### src/include/mif_mc_params.svh
`ifndef MIF_MC_PARAMS_SVH
`define MIF_MC_PARAMS_SVH

// Number of independent memory controller lanes
`define MC_PORTS 4

// Return control travels with a request and comes back on its response
`define RTNCTL_W 32

// Transaction id from the memory interface
`define TID_W 32

// Data word on both sides
`define DATA_W 64

// Virtual address
`define VADR_W 48

// Data word sent in place of the request data for an exchange atomic.
// Only the top bit is set
`define ATOMIC_EXCH_DATA 64'h8000_0000_0000_0000

`endif

### src/design/mif_mc_pkg.sv
`include "mif_mc_params.svh"

package mif_mc_pkg;

	// Quad-word index inside a 64-byte read
	localparam int QW_IDX_W = 3;

	typedef logic [`TID_W-1:0]    tid_t;
	typedef logic [`VADR_W-1:0]   vadr_t;
	typedef logic [`DATA_W-1:0]   data_t;
	typedef logic [`RTNCTL_W-1:0] rtnctl_t;
	typedef logic [QW_IDX_W-1:0]  qw_idx_t;
	typedef logic [3:0]           mc_scmd_t;

	// Request kind as coded by the memory interface
	typedef enum logic [1:0] {
		KIND_READ        = 2'd0,
		KIND_WRITE       = 2'd1,
		KIND_ATOMIC      = 2'd2,
		KIND_ATOMIC_EXCH = 2'd3
	} req_kind_e;

	// Controller request commands
	typedef enum logic [2:0] {
		AEMC_CMD_RD8    = 3'd1,
		AEMC_CMD_WR8    = 3'd2,
		AEMC_CMD_RD64   = 3'd3,
		AEMC_CMD_ATOMIC = 3'd5,
		AEMC_CMD_WR64   = 3'd6
	} mc_rq_cmd_e;

	// Controller response commands
	// Codes not listed here stay unclassified
	typedef enum logic [2:0] {
		MCAE_CMD_RD8_DATA    = 3'd2,
		MCAE_CMD_WR_CMP      = 3'd3,
		MCAE_CMD_ATOMIC_DATA = 3'd4,
		MCAE_CMD_RD64_DATA   = 3'd6,
		MCAE_CMD_WR64_CMP    = 3'd7
	} mc_rs_cmd_e;

	localparam mc_scmd_t AEMC_SCMD_ATOM_EXCH = 4'd2;

	// 149-bit memory-interface request word
	typedef struct packed {
		logic [1:0] size;
		logic       host;
		req_kind_e  kind;
		tid_t       tid;
		vadr_t      vadr;
		data_t      data;
	} mif_req_t;

	// 96-bit read response back to the memory interface
	typedef struct packed {
		logic [`RTNCTL_W-QW_IDX_W-1:0] rtnctl_hi;
		qw_idx_t                       qw_idx;
		data_t                         data;
	} mif_rd_rsp_t;

	// 153-bit controller request
	typedef struct packed {
		rtnctl_t    rtnctl;
		data_t      data;
		vadr_t      vadr;
		logic [1:0] size;
		mc_rq_cmd_e cmd;
		mc_scmd_t   scmd;
	} mc_rq_t;

	// 103-bit controller response
	typedef struct packed {
		mc_rs_cmd_e cmd;
		mc_scmd_t   scmd;
		data_t      data;
		rtnctl_t    rtnctl;
	} mc_rs_t;

endpackage

### src/design/mc_req_encoder.sv
`include "mif_mc_params.svh"

module mc_req_encoder
	import mif_mc_pkg::*;
(
	input  logic     clk,
	input  logic     i_rst_n,

	// Memory-interface side
	input  mif_req_t i_req,
	input  logic     i_req_rdy,
	output logic     o_req_full,

	// Controller side
	output mc_rq_t   o_mc_rq,
	output logic     o_mc_rq_vld,
	input  logic     i_mc_rq_stall
);

	logic [2:0] tid_lo;
	logic       is_single;
	logic [2:0] wr64_scmd;
	mc_rq_cmd_e rq_cmd;
	mc_scmd_t   rq_scmd;
	data_t      rq_data;

	// Low id bits pick between a single word and a 64-byte access
	assign tid_lo    = i_req.tid[2:0];
	assign is_single = (tid_lo == 3'd0);

	// Wraps modulo 8 so low bits 7 give 0
	assign wr64_scmd = tid_lo + 3'd1;

	always_comb begin
		case (i_req.kind)
			KIND_READ: begin
				if (is_single) begin
					rq_cmd = AEMC_CMD_RD8;
				end else begin
					rq_cmd = AEMC_CMD_RD64;
				end
			end
			KIND_WRITE: begin
				if (is_single) begin
					rq_cmd = AEMC_CMD_WR8;
				end else begin
					rq_cmd = AEMC_CMD_WR64;
				end
			end
			default: begin
				rq_cmd = AEMC_CMD_ATOMIC;
			end
		endcase
	end

	always_comb begin
		case (rq_cmd)
			AEMC_CMD_WR64: begin
				rq_scmd = {1'b0, wr64_scmd};
			end
			AEMC_CMD_ATOMIC: begin
				rq_scmd = AEMC_SCMD_ATOM_EXCH;
			end
			default: begin
				rq_scmd = '0;
			end
		endcase
	end

	// Exchange atomic carries a fixed operand
	always_comb begin
		if (i_req.kind == KIND_ATOMIC_EXCH) begin
			rq_data = `ATOMIC_EXCH_DATA;
		end else begin
			rq_data = i_req.data;
		end
	end

	always_comb begin
		o_mc_rq.rtnctl = i_req.tid;
		o_mc_rq.data   = rq_data;
		o_mc_rq.vadr   = i_req.vadr;
		o_mc_rq.size   = i_req.size;
		o_mc_rq.cmd    = rq_cmd;
		o_mc_rq.scmd   = rq_scmd;
	end

	// Valid and stall pass straight across
	assign o_mc_rq_vld = i_req_rdy;
	assign o_req_full  = i_mc_rq_stall;

	property p_cmd_legal;
		@(posedge clk) disable iff (!i_rst_n)
		o_mc_rq_vld |-> o_mc_rq.cmd inside {AEMC_CMD_RD8, AEMC_CMD_WR8,
			AEMC_CMD_RD64, AEMC_CMD_ATOMIC, AEMC_CMD_WR64};
	endproperty

	a_cmd_legal: assert property (p_cmd_legal)
		else $error("illegal controller command %0d sent", o_mc_rq.cmd);

endmodule

### config.mk
export PLATFORM = sky130hd
export DESIGN_NAME = mc_req_encoder
export DESIGN_NICKNAME = d
export VERILOG_FILES = /design/src/design/mif_mc_pkg.sv /design/src/design/mc_req_encoder.sv
export VERILOG_INCLUDE_DIRS = /design/src /design/src/include
export SDC_FILE = /design/constraint.sdc
export NUM_CORES = 1
export LEC_CHECK = 0
export BUFFER_PORTS_ARGS = -buffer_cell sky130_fd_sc_hd__buf_2
export CELL_PAD_IN_SITES_DETAIL_PLACEMENT = 0
export CELL_PAD_IN_SITES_GLOBAL_PLACEMENT = 1
export CORE_AREA = 2 2 118 120
export DETAILED_ROUTE_END_ITERATION = 8
export DIE_AREA = 0 0 120 122
export GPL_ROUTABILITY_DRIVEN = 1
export PLACE_DENSITY = 0.79
export SYNTH_ARGS = -nofsm -noshare
export SYNTH_HDL_FRONTEND = slang
export SYNTH_SLANG_ARGS = --single-unit
### constraint.sdc
create_clock -name vclk -period 0.9
set_input_delay 0.045 -clock vclk [all_inputs]
set_output_delay 0.045 -clock vclk [all_outputs]
set_load 0.05 [all_outputs]
==> results of run 1 <==
cell type report:
type	count	area share, %
repair buffers	150	55.2
multi-input cells	77	32.6
well taps	180	11.0
inverters	2	1.23
layer usage:
metal / routed length (um) / part of all wire, % / up-vias / track usage, %
li1: - / - / 543 / -
met3: 511 / 12 / 38 / 1.36
met4: 260 / 6.1 / 0 / 3.16
met1: 1200 / 28 / 502 / 3.84
met5: 0 / 0 / - / 0
met2: 2320 / 54 / 107 / 8.70
placed cells by master (no fill, tap or decap), drive strengths merged:
master / count
buf: 144
and2: 63
clkbuf: 6
nand2b: 3
inv: 2
ha: 2
o21ba: 1
a21o: 1
or3b: 1
a21oi: 1
nor3b: 1
a31o: 1
nand2: 1
or2b: 1
conb: 1
final timing paths:
check | cells after the start | endpoint | from | slack (ps)
setup / recovery | 5 | o_mc_rq[2] | i_req[113] | -140
hold / removal | 0 | o_mc_rq[127] | i_req[118] | 90
power by group:
group          switching, mW  internal (mW)  total [mW]
combinational           1.04          0.675        1.72
clock                      0              0           0
sequential                 0              0           0
total                   1.04          0.675        1.72
metrics by stage:
| step | power (mW) | utilization [%] | worst slack, ps |
|---|---|---|---|
| floorplan | 2.09 | - | -90.0 |
| global placement | 1.48 | 12.4 | -350 |
| detailed placement | 1.48 | 12.4 | -379 |
| CTS | 1.63 | 14.1 | -144 |
| global route | 1.79 | 15.1 | -172 |
| finish | 1.72 | 15.1 | -145 |
kinds of logic after synthesis:
| logic type | Yosys count | share of synthesized area [%] |
|---|---|---|
| buffers and inverters | 93 | 54.0 |
| adders and majority gates | 2 | 1.89 |
| AOI/OAI and AO/OA | 4 | 2.46 |
| and+or+nand+nor | 70 | 41.4 |
| other | 1 | 0.284 |
repair_timing:
action                     in CTS  in global routing
resized for setup              53                 79
pin swaps                       4                  1
hold endpoints to repair        0                  0
setup endpoints to repair      34                 34
gates cloned                    2                  1
==> impl_metrics.ini, run 1 <==
[yosys]
ys_types = 17
yosysMostFrequentCell = buf_4
postSynthCellCount = 170
synth_area_per_cell_um2 = 7.77
netlist_area_um2 = 1320
synth_nets = 325
seq_area_frac_synth_pct = 0
synth_area_leaders = buf_4 48%, and2_4 25%, and2_1 10%
yosysWarningCount = 0
synthTopCellsByCount = 85 x buf_4, 38 x and2_4, 22 x and2_1
yosys.area.top_type = buf_4
synth_top_area_share_pct = 48.3

[floorplanning]
io_pins = 308
fp.dieW_um = 120
dieArea_um2 = 14600
die_y_um = 122
coreArea_um2 = 13500
initial_core_util_pct = 9.78
std_cell_rows = 43

[finish]
diodes = 0
nets = 386
drive_gt1_share_pct = 88.6
seqCellArea_um2 = 0
final_cells = 409
seq_cell_count = 0
fin_area_um2 = 2040
clkbuf_count = 0
fillers = 1536
multi_input_area_um2 = 664
area_growth_pct = 54.4

[timing]
timing.fmax_ghz = 0.957
finalSetupViolations = 1
layout_setup_ws_ps = -145
period_needed_ps = 1040
final_hold_viol_count = 0
finalSetupTns_ps = -145
fin_crit_sh_pct = 116
finalHoldWorstSlack_ps = 90.0
slew_viol_final = 0
rsz0062_at_grt = true

[grt]
antenna_found_initial = 0
gr-total-overflow = 0
grt_max_degree = 31
grt_pass1_vias = 1100
groute.usage.overall_pct = 4.46
grt_pass1_wl_um = 5280

[cts]
postCtsHoldBufs = 0
post-cts-setup-buffer-count = 0

[critical_path]
slowest_delay_ps = 390
worst_setup_path_start_kind = input port
critPathKind = input port to output port
cp-end-kind = output port
cp.buffers_inverters = 2
cp_slowest_cell = or3b_4
crit_path_cell_trace = buf_12, ha_1, or3b_4, a21oi_4, buf_6
cp.arrival_ps = 1000
cp_top_family = simple AND/OR/NAND/NOR gates
worstPathRequired_ps = 850
worstPathMaxFanout = 3

[placed_design]
dp.cells = 406
port_buffers = 142
detailed_place.area_um2 = 1680
dp.final_hpwl_um = 3160
routabilityCongestion = 0.682

[power_and_ir_drop]
power_per_cell_area_nw_per_um2 = 843
p_leak_nw = 1.05
peakVddDrop_uv = 158

[run_status]
violations = negative setup slack
status = finished with violations

[hold_path]
hold_class = input port to output port

[routing]
drc = 0
drtPass1Iterations = 2
vias = 1190
drt-initial-drc-count = 12
detail-route-antenna-nets = 0
via_per_inst = 2.91
drt-total-wl_um = 4290
wire_per_inst_um = 10.5

[job]
maxCapViolations = 0
(Power assumes the default switching activity.)
==> inputs of run 2 (changes only) <==
==> constraint.sdc (replaced) <==
create_clock -name vclk -period 0.9
set_input_delay 0.045 -clock vclk [all_inputs]
set_output_delay 0.045 -clock vclk [all_outputs]
set_load 0.005 [all_outputs]
==> run 2 against run 1 <==
Against the previous run:
- routed wire length increased by 17%
- core utilization shrank 2.2 points
- fmax is 9.5% higher
- non-clock buffer count is 1 higher
- flip-flop and latch count unchanged
- largest cell class unchanged
- cell area fell by 14%
- highest routed layer unchanged
- count of clock-buffer cells in the layout did not move
- critical endpoint unchanged
- the flow still finishes with violations (negative setup slack)
- die area did not move
==> impl_metrics.ini, run 2 (synthesized netlist as in run 1, its figures left out) <==
[placed_design]
detailed_place.area_um2 = 1620
dp.final_hpwl_um = 3920
routabilityCongestion = 0.719
port_buffers = 142
dp_slack_ps = -154

[grt]
grt_pass1_vias = 1150
antenna_found_initial = 0
grt_max_degree = 17
gr-total-overflow = 0
grt_pass1_wl_um = 6580
groute.usage.overall_pct = 6.05

[finish]
drive_gt1_share_pct = 87.1
fin_area_um2 = 1750
nets = 389
area_growth_pct = 32.1
seq_cell_count = 0
diodes = 0
clkbuf_count = 0
seqCellArea_um2 = 0
layout_commonest_cell = buf_2
fillers = 1566
final_cell_mix = 138 x buf_2, 38 x and2_4, 22 x and2_1

[floorplanning]
dieArea_um2 = 14600
die_y_um = 122
std_cell_rows = 43
fp.dieW_um = 120
io_pins = 308
coreArea_um2 = 13500
initial_core_util_pct = 9.78

[run_status]
violations = negative setup slack
status = finished with violations

[timing]
finalHoldWorstSlack_ps = 90.0
layout_setup_ws_ps = -54.1
finalSetupViolations = 1
slew_viol_final = 0
timing.fmax_ghz = 1.05
period_needed_ps = 954
fin_crit_sh_pct = 106
finalSetupTns_ps = -54.1
rsz0062_at_grt = true
final_hold_viol_count = 0

[routing]
detail-route-antenna-nets = 0
drt-total-wl_um = 5010
wire_per_inst_um = 12.2
drt-initial-drc-count = 15
drc = 0
vias = 1214
via_per_inst = 2.95
drtPass1Iterations = 3

[critical_path]
worst_setup_path_start_kind = input port
critPathKind = input port to output port
cp-end-kind = output port
cp.arrival_ps = 910
worstPathRequired_ps = 850
worstPathMaxFanout = 3

[power_and_ir_drop]
p_leak_nw = 0.976
peakVddDrop_uv = 107
total_power_mw = 0.797
power_per_cell_area_nw_per_um2 = 456

[cts]
postCtsHoldBufs = 0

[job]
maxCapViolations = 0

[hold_path]
hold_class = input port to output port
## run 2: cell types whose count changed in the layout (fill, tap and decap cells not counted), sizes merged
| cell | delta |
|---|---|
| clkbuf | -6 |
| bufbuf | +1 |
| nand2 | +2 |
| buf | +6 |
## run 2: path summary, 6_finish.rpt
check | startpoint | slack (ps) | cells after the start | end
worst min-delay path | i_req[67] | 90 | 0 | o_mc_rq[12]
worst max-delay path | i_req[112] | -50 | 6 | o_mc_rq[2]
## run 2: cell type report
cell class	count	area [um^2]	area share, %
inverter	2	12.5	0.717
tap	180	225	12.9
timing repair buffer	151	852	48.8
multi-input combinational	79	656	37.6
## run 2: through the flow
stage / util (%) / std cells
2_1_floorplan: - / 170
4_1_cts: 12.8 / 411
5_1_grt: 12.9 / 412
3_3_place_gp: 12.0 / 408
6_report: 12.9 / 412
3_5_place_dp: 12.0 / 408
## run 2: per-layer routing
layer	track usage [%]	wire length, um	up-vias
li1	-	-	554
met4	4.49	357	0
met2	11.2	2390	116
met3	1.26	601	38
met1	5.91	1660	506
met5	0	0	-
## run 2: worst max-delay path, cell delays in order
cell and delay [ps]:
buf_8 80, inv_4 30, ha_4 140, or3b_1 350, a21oi_2 130, buf_2 120
## run 2: where the power goes
part | internal (mW) | total, mW | switching, mW | leakage, nW
Sequential | 0 | 0 | 0 | 0
Combinational | 0.500 | 0.797 | 0.297 | 0.976
Clock | 0 | 0 | 0 | 0
Total | 0.500 | 0.797 | 0.297 | 0.976
## run 2: timing repair
item	4_1_cts	5_1_grt
pin swaps	4	4
endpoints found under the setup margin	41	17
cloned	3	0
resized for setup	15	2
buffers inserted	0	1
